**config.mk**
```make
export PLATFORM = sky130hd
export DESIGN_NAME = core_top
export DESIGN_NICKNAME = d
export VERILOG_FILES = /design/src/cpu_pkg.sv /design/src/inst_decoder.sv /design/src/uop_queue.sv /design/src/gp_regfile.sv /design/src/exec_unit.sv /design/src/core_top.sv
export SDC_FILE = /design/constraint.sdc
export NUM_CORES = 1
export LEC_CHECK = 0
export BUFFER_PORTS_ARGS = -buffer_cell sky130_fd_sc_hd__buf_4
export CORE_ASPECT_RATIO = 0.9
export CORE_MARGIN = 4
export CORE_UTILIZATION = 55
export DETAILED_ROUTE_END_ITERATION = 10
export HOLD_SLACK_MARGIN = 0.05
export PLACE_DENSITY_LB_ADDON = 0.05
export SKIP_LAST_GASP = 1
export SYNTH_ARGS = -nofsm -noshare
export SYNTH_HDL_FRONTEND = slang
export SYNTH_SLANG_ARGS = --single-unit
```
**constraint.sdc**
```tcl
create_clock -name clk -period 8.8 [get_ports clk]
set_input_delay 0.88 -clock clk [delete_from_list [all_inputs] [get_ports clk]]
set_output_delay 0.88 -clock clk [all_outputs]
set_load 0.01 [all_outputs]
```
**src/cpu_pkg.sv**
```systemverilog
package cpu_pkg;

    // Datapath widths.
    parameter int WORD_W    = 16;
    parameter int BYTE_W    = 8;
    parameter int PADDR_W   = 20;
    parameter int REG_IDX_W = 3;

    // Operation kinds carried from the decoder to the execute stage.
    typedef enum logic [2:0] {
        mov_imm,
        mov_reg_reg,
        mov_mem_to_reg,
        mov_reg_to_mem,
        push_reg,
        pop_reg,
        halt,
        nop
    } op_kind_e;

    typedef struct packed {
        logic [1:0] mod;
        logic [2:0] rm;
    } mod_rm_t;

    // Direct addressing (A1/A3 and mod 00 rm 110) arrives as mod 00, rm 110,
    // with the address in disp.
    typedef struct packed {
        op_kind_e               kind;
        logic                   is_word;
        logic [REG_IDX_W-1:0]   dst;
        logic [REG_IDX_W-1:0]   src;
        mod_rm_t                mod_rm;
        logic [WORD_W-1:0]      disp;
        logic [WORD_W-1:0]      imm;
    } uop_t;

    // One request port for the data RAM. The address is a byte address.
    typedef struct packed {
        logic                   en;
        logic                   we;
        logic [PADDR_W-1:0]     addr;
        logic [WORD_W-1:0]      wdata;
    } mem_req_t;

endpackage

```
**src/inst_decoder.sv**
```systemverilog
`timescale 1ns/100ps

module inst_decoder #(
    parameter logic [cpu_pkg::PADDR_W-1:0] CODE_BASE = '0
) (
    input  logic                         clk,
    input  logic                         rst,
    output logic [cpu_pkg::PADDR_W-1:0]  rom_addr,
    input  logic [cpu_pkg::BYTE_W-1:0]   rom_data,
    output logic                         push_req,
    output cpu_pkg::uop_t                push_uop,
    input  logic                         push_ack
);

    import cpu_pkg::*;

    typedef enum logic [2:0] {
        S_OP,
        S_MODRM,
        S_DATA,
        S_REQ,
        S_ACK_LOW,
        S_HALT
    } dec_state_e;

    dec_state_e         state;
    logic [WORD_W-1:0]  fetch_off;
    logic [1:0]         left;
    logic               idx;
    logic [BYTE_W-1:0]  opcode;
    logic [BYTE_W-1:0]  modrm;
    logic [WORD_W-1:0]  data;

    // Immediate or address bytes that follow the opcode directly.
    function automatic logic [1:0] op_bytes(input logic [BYTE_W-1:0] op);
        logic [1:0] n;
        casez (op)
            8'b1011_0???:   n = 2'd1;
            8'b1011_1???:   n = 2'd2;
            8'hA1, 8'hA3:   n = 2'd2;
            default:        n = 2'd0;
        endcase
        return n;
    endfunction

    function automatic logic has_modrm(input logic [BYTE_W-1:0] op);
        return op[7:2] == 6'b100010;
    endfunction

    // Displacement length after a modrm byte.
    function automatic logic [1:0] disp_bytes(input logic [BYTE_W-1:0] m);
        logic [1:0] n;
        case (m[7:6])
            2'b00:   n = (m[2:0] == 3'b110) ? 2'd2 : 2'd0;
            2'b01:   n = 2'd1;
            2'b10:   n = 2'd2;
            default: n = 2'd0;
        endcase
        return n;
    endfunction

    // The code base is a paragraph number, like a segment value.
    assign rom_addr = PADDR_W'(CODE_BASE << 4) + PADDR_W'(fetch_off);
    assign push_req = (state == S_REQ);

    always_ff @(posedge clk or negedge rst) begin
        if (!rst) begin
            state     <= S_OP;
            fetch_off <= '0;
            left      <= '0;
            idx       <= 1'b0;
        end else begin
            case (state)
                S_OP: begin
                    fetch_off <= fetch_off + 1'b1;
                    idx       <= 1'b0;
                    left      <= op_bytes(rom_data);
                    if (has_modrm(rom_data)) begin
                        state <= S_MODRM;
                    end else if (op_bytes(rom_data) != 2'd0) begin
                        state <= S_DATA;
                    end else begin
                        state <= S_REQ;
                    end
                end
                S_MODRM: begin
                    fetch_off <= fetch_off + 1'b1;
                    left      <= disp_bytes(rom_data);
                    state     <= (disp_bytes(rom_data) != 2'd0) ? S_DATA : S_REQ;
                end
                S_DATA: begin
                    fetch_off <= fetch_off + 1'b1;
                    idx       <= 1'b1;
                    left      <= left - 1'b1;
                    if (left == 2'd1) begin
                        state <= S_REQ;
                    end
                end
                S_REQ: begin
                    if (push_ack) begin
                        state <= S_ACK_LOW;
                    end
                end
                S_ACK_LOW: begin
                    if (!push_ack) begin
                        state <= (opcode == 8'hF4) ? S_HALT : S_OP;
                    end
                end
                default: begin
                    state <= S_HALT;
                end
            endcase
        end
    end

    // Instruction bytes are gathered little-endian into data.
    always_ff @(posedge clk) begin
        if (state == S_OP) begin
            opcode <= rom_data;
            modrm  <= '0;
            data   <= '0;
        end
        if (state == S_MODRM) begin
            modrm <= rom_data;
        end
        if (state == S_DATA) begin
            if (idx) begin
                data[WORD_W-1:BYTE_W] <= rom_data;
            end else begin
                data[BYTE_W-1:0] <= rom_data;
            end
        end
    end

    always_comb begin
        push_uop         = '0;
        push_uop.kind    = nop;
        push_uop.is_word = 1'b1;
        casez (opcode)
            8'b1011_????: begin
                push_uop.kind    = mov_imm;
                push_uop.is_word = opcode[3];
                push_uop.dst     = opcode[2:0];
                push_uop.imm     = data;
            end
            8'hA1, 8'hA3: begin
                push_uop.kind       = opcode[1] ? mov_reg_to_mem : mov_mem_to_reg;
                push_uop.mod_rm.mod = 2'b00;
                push_uop.mod_rm.rm  = 3'b110;
                push_uop.disp       = data;
            end
            8'b1000_10??: begin
                push_uop.is_word    = opcode[0];
                push_uop.mod_rm.mod = modrm[7:6];
                push_uop.mod_rm.rm  = modrm[2:0];
                push_uop.disp       = (modrm[7:6] == 2'b01) ?
                                      {{BYTE_W{data[7]}}, data[BYTE_W-1:0]} : data;
                push_uop.dst        = opcode[1] ? modrm[5:3] : modrm[2:0];
                push_uop.src        = opcode[1] ? modrm[2:0] : modrm[5:3];
                // Byte forms with a memory operand stay no-ops.
                if (modrm[7:6] == 2'b11) begin
                    push_uop.kind = mov_reg_reg;
                end else if (opcode[0]) begin
                    push_uop.kind = opcode[1] ? mov_mem_to_reg : mov_reg_to_mem;
                end
            end
            8'b0101_0???: begin
                push_uop.kind = push_reg;
                push_uop.src  = opcode[2:0];
            end
            8'b0101_1???: begin
                push_uop.kind = pop_reg;
                push_uop.dst  = opcode[2:0];
            end
            8'hF4: begin
                push_uop.kind = halt;
            end
            default: begin
                push_uop.kind = nop;
            end
        endcase
    end

endmodule

```
**src/uop_queue.sv**
```systemverilog
`timescale 1ns/100ps

module uop_queue #(
    parameter type T     = logic,
    parameter int  DEPTH = 4
) (
    input  logic clk,
    input  logic rst,
    input  logic push_req,
    input  T     push_data,
    output logic push_ack,
    output logic pop_req,
    output T     pop_data,
    input  logic pop_ack
);

    localparam int PTR_W = (DEPTH > 1) ? $clog2(DEPTH) : 1;
    localparam int CNT_W = $clog2(DEPTH + 1);

    T               mem [DEPTH];
    logic [PTR_W-1:0] wr_ptr;
    logic [PTR_W-1:0] rd_ptr;
    logic [CNT_W-1:0] count;
    logic           do_push;
    logic           do_pop;

    // A full queue holds ack low, which stalls the producer.
    assign do_push  = push_req && !push_ack && (count != CNT_W'(DEPTH));
    assign do_pop   = pop_req && pop_ack;
    assign pop_data = mem[rd_ptr];

    always_ff @(posedge clk or negedge rst) begin
        if (!rst) begin
            push_ack <= 1'b0;
            pop_req  <= 1'b0;
            wr_ptr   <= '0;
            rd_ptr   <= '0;
            count    <= '0;
        end else begin
            if (do_push) begin
                push_ack <= 1'b1;
                wr_ptr   <= (wr_ptr == PTR_W'(DEPTH - 1)) ? '0 : wr_ptr + 1'b1;
            end else if (!push_req) begin
                push_ack <= 1'b0;
            end

            // The head leaves as soon as the consumer acknowledges it.
            if (do_pop) begin
                pop_req <= 1'b0;
                rd_ptr  <= (rd_ptr == PTR_W'(DEPTH - 1)) ? '0 : rd_ptr + 1'b1;
            end else if (!pop_ack && count != '0) begin
                pop_req <= 1'b1;
            end

            count <= count + CNT_W'(do_push) - CNT_W'(do_pop);
        end
    end

    always_ff @(posedge clk) begin
        if (do_push) begin
            mem[wr_ptr] <= push_data;
        end
    end

endmodule

```
**src/gp_regfile.sv**
```systemverilog
`timescale 1ns/100ps

module gp_regfile #(
    parameter logic [cpu_pkg::WORD_W-1:0] SP_INIT = 16'h0100
) (
    input  logic                          clk,
    input  logic                          rst,
    input  logic [cpu_pkg::REG_IDX_W-1:0] rd_idx,
    input  logic                          rd_word,
    output logic [cpu_pkg::WORD_W-1:0]    rd_data,
    input  logic                          wr_en,
    input  logic [cpu_pkg::REG_IDX_W-1:0] wr_idx,
    input  logic                          wr_word,
    input  logic [cpu_pkg::WORD_W-1:0]    wr_data,
    input  logic                          sp_dec,
    input  logic                          sp_inc,
    output logic [cpu_pkg::WORD_W-1:0]    sp,
    output logic [cpu_pkg::WORD_W-1:0]    bx,
    output logic [cpu_pkg::WORD_W-1:0]    bp,
    output logic [cpu_pkg::WORD_W-1:0]    si,
    output logic [cpu_pkg::WORD_W-1:0]    di
);

    import cpu_pkg::*;

    localparam int SP_IDX = 4;

    // AX, CX, DX, BX, SP, BP, SI, DI in encoding order.
    logic [WORD_W-1:0] regs [8];

    // Byte indices 0-3 are AL..BL and 4-7 are AH..BH.
    always_comb begin
        if (rd_word) begin
            rd_data = regs[rd_idx];
        end else if (rd_idx[2]) begin
            rd_data = {{(WORD_W-BYTE_W){1'b0}}, regs[rd_idx[1:0]][WORD_W-1:BYTE_W]};
        end else begin
            rd_data = {{(WORD_W-BYTE_W){1'b0}}, regs[rd_idx[1:0]][BYTE_W-1:0]};
        end
    end

    always_ff @(posedge clk or negedge rst) begin
        if (!rst) begin
            for (int i = 0; i < 8; i++) begin
                regs[i] <= (i == SP_IDX) ? SP_INIT : '0;
            end
        end else begin
            if (sp_dec) begin
                regs[SP_IDX] <= regs[SP_IDX] - WORD_W'(2);
            end else if (sp_inc) begin
                regs[SP_IDX] <= regs[SP_IDX] + WORD_W'(2);
            end
            // A write lands after the stack step, so POP SP keeps the loaded word.
            if (wr_en) begin
                if (wr_word) begin
                    regs[wr_idx] <= wr_data;
                end else if (wr_idx[2]) begin
                    regs[wr_idx[1:0]][WORD_W-1:BYTE_W] <= wr_data[BYTE_W-1:0];
                end else begin
                    regs[wr_idx[1:0]][BYTE_W-1:0] <= wr_data[BYTE_W-1:0];
                end
            end
        end
    end

    assign sp = regs[SP_IDX];
    assign bx = regs[3];
    assign bp = regs[5];
    assign si = regs[6];
    assign di = regs[7];

endmodule

```
**src/exec_unit.sv**
```systemverilog
`timescale 1ns/100ps

module exec_unit #(
    parameter logic [cpu_pkg::PADDR_W-1:0] DATA_BASE  = '0,
    parameter logic [cpu_pkg::PADDR_W-1:0] STACK_BASE = '0,
    parameter logic [cpu_pkg::WORD_W-1:0]  SP_INIT    = 16'h0100
) (
    input  logic                       clk,
    input  logic                       rst,
    input  logic                       pop_req,
    input  cpu_pkg::uop_t              pop_uop,
    output logic                       pop_ack,
    output cpu_pkg::mem_req_t          mem_req,
    input  logic [cpu_pkg::WORD_W-1:0] mem_rdata,
    output logic                       halted
);

    import cpu_pkg::*;

    typedef enum logic [1:0] {
        E_IDLE,
        E_EXEC,
        E_LOAD,
        E_HALT
    } exec_state_e;

    exec_state_e        state;
    uop_t               cur;
    logic [WORD_W-1:0]  rd_data;
    logic [WORD_W-1:0]  sp;
    logic [WORD_W-1:0]  bx;
    logic [WORD_W-1:0]  bp;
    logic [WORD_W-1:0]  si;
    logic [WORD_W-1:0]  di;
    logic [WORD_W-1:0]  ea_base;
    logic [WORD_W-1:0]  ea;
    logic               is_load;
    logic               is_store;
    logic               wr_en;
    logic [WORD_W-1:0]  wr_data;
    logic               sp_dec;
    logic               sp_inc;
    logic               take;

    assign take     = (state == E_IDLE) && pop_req && !pop_ack;
    assign is_load  = (cur.kind == mov_mem_to_reg) || (cur.kind == pop_reg);
    assign is_store = (cur.kind == mov_reg_to_mem) || (cur.kind == push_reg);

    always_comb begin
        case (cur.mod_rm.rm)
            3'b000:  ea_base = bx + si;
            3'b001:  ea_base = bx + di;
            3'b010:  ea_base = bp + si;
            3'b011:  ea_base = bp + di;
            3'b100:  ea_base = si;
            3'b101:  ea_base = di;
            3'b110:  ea_base = bp;
            default: ea_base = bx;
        endcase
        if (cur.mod_rm.mod == 2'b00 && cur.mod_rm.rm == 3'b110) begin
            ea = cur.disp;
        end else begin
            ea = ea_base + cur.disp;
        end
    end

    // One access per operation, issued in the cycle after the uop is taken.
    always_comb begin
        mem_req.en    = (state == E_EXEC) && (is_load || is_store);
        mem_req.we    = is_store;
        mem_req.wdata = rd_data;
        case (cur.kind)
            push_reg: mem_req.addr = STACK_BASE + PADDR_W'(sp - WORD_W'(2));
            pop_reg:  mem_req.addr = STACK_BASE + PADDR_W'(sp);
            default:  mem_req.addr = DATA_BASE + PADDR_W'(ea);
        endcase
    end

    assign sp_dec  = (state == E_EXEC) && (cur.kind == push_reg);
    assign sp_inc  = (state == E_EXEC) && (cur.kind == pop_reg);
    assign wr_en   = ((state == E_EXEC) && (cur.kind == mov_imm || cur.kind == mov_reg_reg))
                     || (state == E_LOAD);
    assign wr_data = (state == E_LOAD) ? mem_rdata :
                     (cur.kind == mov_imm) ? cur.imm : rd_data;

    gp_regfile #(
        .SP_INIT (SP_INIT)
    ) u_regfile (
        .clk     (clk),
        .rst     (rst),
        .rd_idx  (cur.src),
        .rd_word (cur.is_word),
        .rd_data (rd_data),
        .wr_en   (wr_en),
        .wr_idx  (cur.dst),
        .wr_word (cur.is_word),
        .wr_data (wr_data),
        .sp_dec  (sp_dec),
        .sp_inc  (sp_inc),
        .sp      (sp),
        .bx      (bx),
        .bp      (bp),
        .si      (si),
        .di      (di)
    );

    always_ff @(posedge clk or negedge rst) begin
        if (!rst) begin
            state   <= E_IDLE;
            pop_ack <= 1'b0;
            halted  <= 1'b0;
        end else begin
            case (state)
                E_IDLE: begin
                    if (pop_ack && !pop_req) begin
                        pop_ack <= 1'b0;
                    end else if (take) begin
                        pop_ack <= 1'b1;
                        state   <= E_EXEC;
                    end
                end
                E_EXEC: begin
                    if (cur.kind == halt) begin
                        halted <= 1'b1;
                        state  <= E_HALT;
                    end else if (is_load) begin
                        state <= E_LOAD;
                    end else begin
                        state <= E_IDLE;
                    end
                end
                E_LOAD: begin
                    state <= E_IDLE;
                end
                default: begin
                    // Finish the last handshake and take nothing more.
                    if (pop_ack && !pop_req) begin
                        pop_ack <= 1'b0;
                    end
                end
            endcase
        end
    end

    always_ff @(posedge clk) begin
        if (take) begin
            cur <= pop_uop;
        end
    end

endmodule

```
**src/core_top.sv**
```systemverilog
`timescale 1ns/100ps

module core_top #(
    parameter logic [cpu_pkg::PADDR_W-1:0] CODE_BASE   = '0,
    parameter logic [cpu_pkg::PADDR_W-1:0] DATA_BASE   = 20'h01000,
    parameter logic [cpu_pkg::PADDR_W-1:0] STACK_BASE  = 20'h02000,
    parameter logic [cpu_pkg::WORD_W-1:0]  SP_INIT     = 16'h0100,
    parameter int                          QUEUE_DEPTH = 4
) (
    input  logic                        clk,
    input  logic                        rst,
    output logic [cpu_pkg::PADDR_W-1:0] rom_addr,
    input  logic [cpu_pkg::BYTE_W-1:0]  rom_data,
    output cpu_pkg::mem_req_t           mem_req,
    input  logic [cpu_pkg::WORD_W-1:0]  mem_rdata,
    output logic                        halted
);

    import cpu_pkg::*;

    logic push_req;
    logic push_ack;
    uop_t push_uop;
    logic pop_req;
    logic pop_ack;
    uop_t pop_uop;

    inst_decoder #(
        .CODE_BASE (CODE_BASE)
    ) u_decoder (
        .clk      (clk),
        .rst      (rst),
        .rom_addr (rom_addr),
        .rom_data (rom_data),
        .push_req (push_req),
        .push_uop (push_uop),
        .push_ack (push_ack)
    );

    uop_queue #(
        .T     (uop_t),
        .DEPTH (QUEUE_DEPTH)
    ) u_queue (
        .clk       (clk),
        .rst       (rst),
        .push_req  (push_req),
        .push_data (push_uop),
        .push_ack  (push_ack),
        .pop_req   (pop_req),
        .pop_data  (pop_uop),
        .pop_ack   (pop_ack)
    );

    exec_unit #(
        .DATA_BASE  (DATA_BASE),
        .STACK_BASE (STACK_BASE),
        .SP_INIT    (SP_INIT)
    ) u_exec (
        .clk       (clk),
        .rst       (rst),
        .pop_req   (pop_req),
        .pop_uop   (pop_uop),
        .pop_ack   (pop_ack),
        .mem_req   (mem_req),
        .mem_rdata (mem_rdata),
        .halted    (halted)
    );

endmodule

```
# Word-level counts from Yosys, hierarchy flattened
# Memories as Yosys holds them, arrays and structs flattened. A register that Yosys moved wholly into a read port is not among the register bits.
# Cells that the tools add are included.
# classes
add_sub_neg	17
n_lt_le_gt_ge	6
eq_ne	45
muxes	79
n_bitwise	5
reduce_logical	47
# ops
op	count
$bwmux W128	3
$mux W128	2
$mux W16	16
$demux W16 S3	3
$pmux W16 S7	1
$bmux W16 S3	2
$add A16 B16 Y16	5
$mux W64	1
$mux W8	6
$pmux W21 S2	1
$eq A8 B8 Y1 const B	5
$pmux W20 S2	1
$mux W3	9
$eq A3 B3 Y1 const B	8
$add A14 B20 Y20 const A	1
$mux W2	10
$eq A3 B2 Y1 const B	6
$pmux W2 S3	3
$pmux W3 S6	1
$add A13 B16 Y17 const A	1
$add A14 B16 Y17 const A	1
$sub A16 B2 Y17 const B	1
$add A16 B1 Y16 const B	1
$add A16 B2 Y16 const B	1
other kinds (38)	110
# word_totals
reg_bits	195
mem_bits_rw	188
input_bits	26
output_inout_bits	59
mem_count	1
# memory_table
name	depth	width	rd	rd_clocked_by_memory_dff	write_ports	line_no	rtl
u_queue.mem	4	47	1	1	1	uop_queue.sv:20	T mem [DEPTH];

# Longest topological paths before layout
# depth
depth_word	12
ltp_mapped	30
mapped_depth_nobuf	29

# Modules after synthesis
# Synthesis repeated with hierarchy kept, for this count alone.
# unflattened
cells_unflattened	1854
hier_area_um2	23186.0
# modules_own_cells
mod	n_inst	cells_each	area_per_inst_um2
uop_queue	1	290	7298.2
gp_regfile	1	595	6977.9
exec_unit	1	657	5935.7
inst_decoder	1	312	2974.1

# Worst setup path after synthesis
# OpenSTA, ideal clock, no wires.
# synth_path
path_type	flip-flop to output port
from	register u_exec.cur[33] (netlist name)
to	output port mem_req[31] (netlist bit)
arrival_ns	5.949
t_required_ns	7.920
setup_slack_ns	1.971
path_stages_with_launch	27
path_buffers	3
cell_sequence	edfxtp_1 clkbuf_1 nor2_1 and2_1 clkbuf_1 clkbuf_1 mux2_2 ha_1 o21a_1 o21ai_1 a31oi_1 o21a_1 o21a_1 or3_1 a32oi_1 o21ai_0 ha_1 inv_1 o22ai_1 a31o_2 or4_1 a31oi_1 xnor2_1 mux2i_1 or3b_2 and3_1 o31ai_2
# synth_rtl
element	line_no	rtl
to (decl)	core_top.sv:14	output cpu_pkg::mem_req_t mem_req,

==> metrics.md <==
| Metric | Value |
|---|---|
| Outcome | finished clean |
| Post-synth EDFFs | 251 |
| # setup viols final | 0 |
| Fmax | 0.123 GHz |
| Area of the multi-input gates | 9880 um^2 |
| WP data required | 7920 ps |
| Layout cells sized above 1 | 17.5% |
| Top-count cell post-synth | edfxtp_1 |
| Max VDD drop | 0.000307 V |
| Mux contribution to synthesized area | 12.5% |
| Syn Std Cell Area | 22400 um^2 |
| #FFs+latches synth | 430 |
| Yosys Warn Count | 0 |
| Worst-path clk slew | 60 ps |
| FF-to-FF path depth | 11 |
| Max Cap Viol | 0 |
| Initial antenna violation count | 0 |
| DR pass1 iterations | 5 |
| Root buffer cell | clkbuf_16 |
| Relative slew slack | 15.8% |
| Via count | 15500 |
| Vias per inst | 6.14 |
| Syn Inst Count | 1918 |
| Placement row count | 69 |
| CTS tree | built |
| DR iter-0 viols | 1337 |
| Top post-synthesis cells by area | edfxtp_1 (34%), dfrtp_1 (18%), mux4_2 (8.1%) |
| Worst Tran Pin Value | 1260 ps |
| Pleak | 9.70 nW |
| Synth area leader | edfxtp_1 |
| Antenna cells | 0 |
| Post-CTS Setup Inserts | 0 |
| Fillers | 3226 |
| Sequential area share after synthesis | 53.2% |
| Core Box Area | 39900 um^2 |
| Total power | 0.0110 W |
| Total routed wirelength | 59.9 mm |
| CP Capture Type | primary output |
| Clock buffer depth | 3 |
| Pin count of the biggest net entering global routing | 57 |
| Fin crit period | 8150 ps |
| FFs w/ async S/R, synth | 37.9% |
| Boundary Pins | 85 |
| IO Port Bufs | 80 |
| Synth unique cells | 87 |
| Compound-Gate Fraction of Synth Area | 12.5% |
| Final hold violations | 0 |
| Synth-to-Final Area Change | 11.1% |
| RSZ-0062 raised after global routing | no |
| Worst skew pair latency | 590 ps |
| Pins Over Slew Limit | 0 |
| Die span in y | 200 um |
| Clock sink total | 430 |
| Final WS setup | 647 ps |
| CTS Buf Count | 44 |
| Number of global-route vias before repair | 15200 |
| HP Class | primary input to async pin |
| Final net count | 2059 |
| Simple-Gate Fraction of Synth Area | 11.5% |
| Largest family of logic cells by synthesized area | multiplexers |
| Adder-cell share of the synthesized area | 4.10% |
| Avg WL per Cell | 23.7 um |
| First-pass GRT wire length | 91.8 mm |
| Die X-Extent | 221 um |
| Number of H-tree levels | 2 |
| Setup CP Type | flop to primary output |
| Crit path from | u_exec.cur[34] |
| DP Wirelength | 42.8 mm |
| Area fraction of the dominant cell type after synthesis | 33.6% |
| Setup TNS | 0 ps |
| Max stage delay on crit path | 500 ps |
| Ys flop type | edfxtp_1 |
| Routability cong. | 0.958 |
| CP Launch Type | flop |
| Initial core utilization | 56.2% |
| Post-layout util | 62.4% |
| DIE AREA | 44100 um^2 |
| Grt ovf | 0 |
| Critical Path AT | 7270 ps |
| CP max FO | 26 |
| Final worst path period share | 92.6% |
| GRT Util Overall | 27.1% |
| FF-to-FF Start | u_exec.cur[37] |
| Avg Inst Size Synth | 11.7 um^2 |
| Pre-CTS setup slack | 1320 ps |
| Antenna-violating nets left | 0 |
| Sequential cell area | 11900 um^2 |
| Final clock skew | 33.5 ps |
| Remaining DRCs | 0 |
| Post-synthesis xor/xnor area fraction | 3.32% |
| Synth top cells by count | edfxtp_1 (251), nand2_1 (238), o21ai_0 (165) |
| Crit-path slowest cell | or3b_2 |
| Power per cell area | 443 nW/um^2 |
## registers in the layout, indices dropped and copies added (netlist names), 2 cells and up
register	flops
u_exec.u_regfile.bp	16
u_exec.state	2
u_decoder.opcode	8
u_exec.u_regfile.regs	48
u_queue.rd_ptr	2
u_exec.cur	47
u_decoder.left	2
u_decoder.modrm	8
u_exec.u_regfile.bx	16
u_queue.wr_ptr	2
u_exec.u_regfile.si	16
u_queue.count	3
u_exec.u_regfile.di	16
u_decoder.state	3
u_decoder.data	16
u_decoder.fetch_off	16
u_queue.mem	188
u_exec.u_regfile.sp	16
## worst max-delay path: cells and delay by family (launching register included)
family	cells	cell delay, ps
AO/OA/AOI/OAI	11	2110
AND/OR/NAND/NOR	7	1820
flip-flops	1	480
adder cells (fa/ha/maj)	3	780
buffers and inverters	5	840
multiplexers	2	510
XOR/XNOR	1	140
## layout make-up
cell class,count,area share (%)
Sequential cell,430,47.9
Inverter,48,0.723
Tap cell,532,2.67
Multi-Input combinational cell,1328,39.6
Clock buffer,58,4.87
Timing Repair Buffer,110,3.33
Clock inverter,18,0.804
## power by group
group	internal (W)	switching, W	total, W
sequential	0.00284	0.000698	0.00354
clock	0.00104	0.000795	0.00183
combinational	0.00251	0.00315	0.00567
total	0.00640	0.00465	0.0110
## cell usage in the layout (no fill, tap or decap), drive strengths merged, types with 10 or more instances in the layout
master | Yosys | routed
a211oi | 28 | 28
a21oi | 79 | 79
dfrtp | 162 | 162
nand3 | 26 | 26
mux2i | 34 | 34
dfxtp | 16 | 16
a22o | 17 | 17
xnor2 | 47 | 47
nand2b | 11 | 11
inv | 48 | 52
and2 | 39 | 39
o22ai | 28 | 28
a2bb2oi | 16 | 16
xor2 | 38 | 38
nor2b | 22 | 22
a31oi | 11 | 11
mux2 | 56 | 56
clkinv | 0 | 11
a21o | 23 | 23
ha | 67 | 67
edfxtp | 251 | 251
nor3 | 20 | 20
or3 | 11 | 11
o21ai | 175 | 175
buf | 34 | 110
nand4 | 10 | 10
nand2 | 238 | 238
o21a | 10 | 10
nor2 | 118 | 118
mux4 | 81 | 81
clkbuf | 81 | 58
and3 | 20 | 20
## worst paths after layout
kind,endpoint,slack [ps]
max in group asynchronous,u_exec.u_regfile.bp[10],6610
min in group clk,u_exec.halted,470
hold reg to reg,u_exec.halted,470
setup / recovery,mem_req[31],650
hold / removal,u_exec.u_regfile.regs[97],250
setup reg to reg,u_exec.u_regfile.regs[123],4980
## through the flow
stage	hold slack (ps)	cells	area, um^2
after floorplan	440	1921	22400
after global placement	452	2448	23500
after detailed placement	457	2448	23500
after CTS	256	2524	24900
after global routing	287	2524	24900
final	247	2524	24900
## kinds of logic (layout without fill, tap and decap cells)
family,after synthesis,in the layout
flops,430,430
other cells,1,4
xor+xnor,85,85
buf+inv,163,234
simple gates,553,553
mux,171,171
fa+ha+maj,71,71
compound gates,444,444
## routing by layer
metal | global-route usage, % | part of all wire, % | vias to the layer above | wire (um)
li1 | - | - | 7184 | -
met1 | 36.7 | 42 | 7718 | 25200
met2 | 44.8 | 49 | 470 | 29000
met3 | 3.76 | 5.2 | 124 | 3140
met4 | 11.4 | 4.2 | 0 | 2530
met5 | 0 | 0 | - | 0
## timing repair
action	4_1_cts	5_1_grt
setup endpoints to repair	0	1
hold buffers	0	0
resized for setup	0	1
No activity file was read; power rests on OpenSTA's default activity.
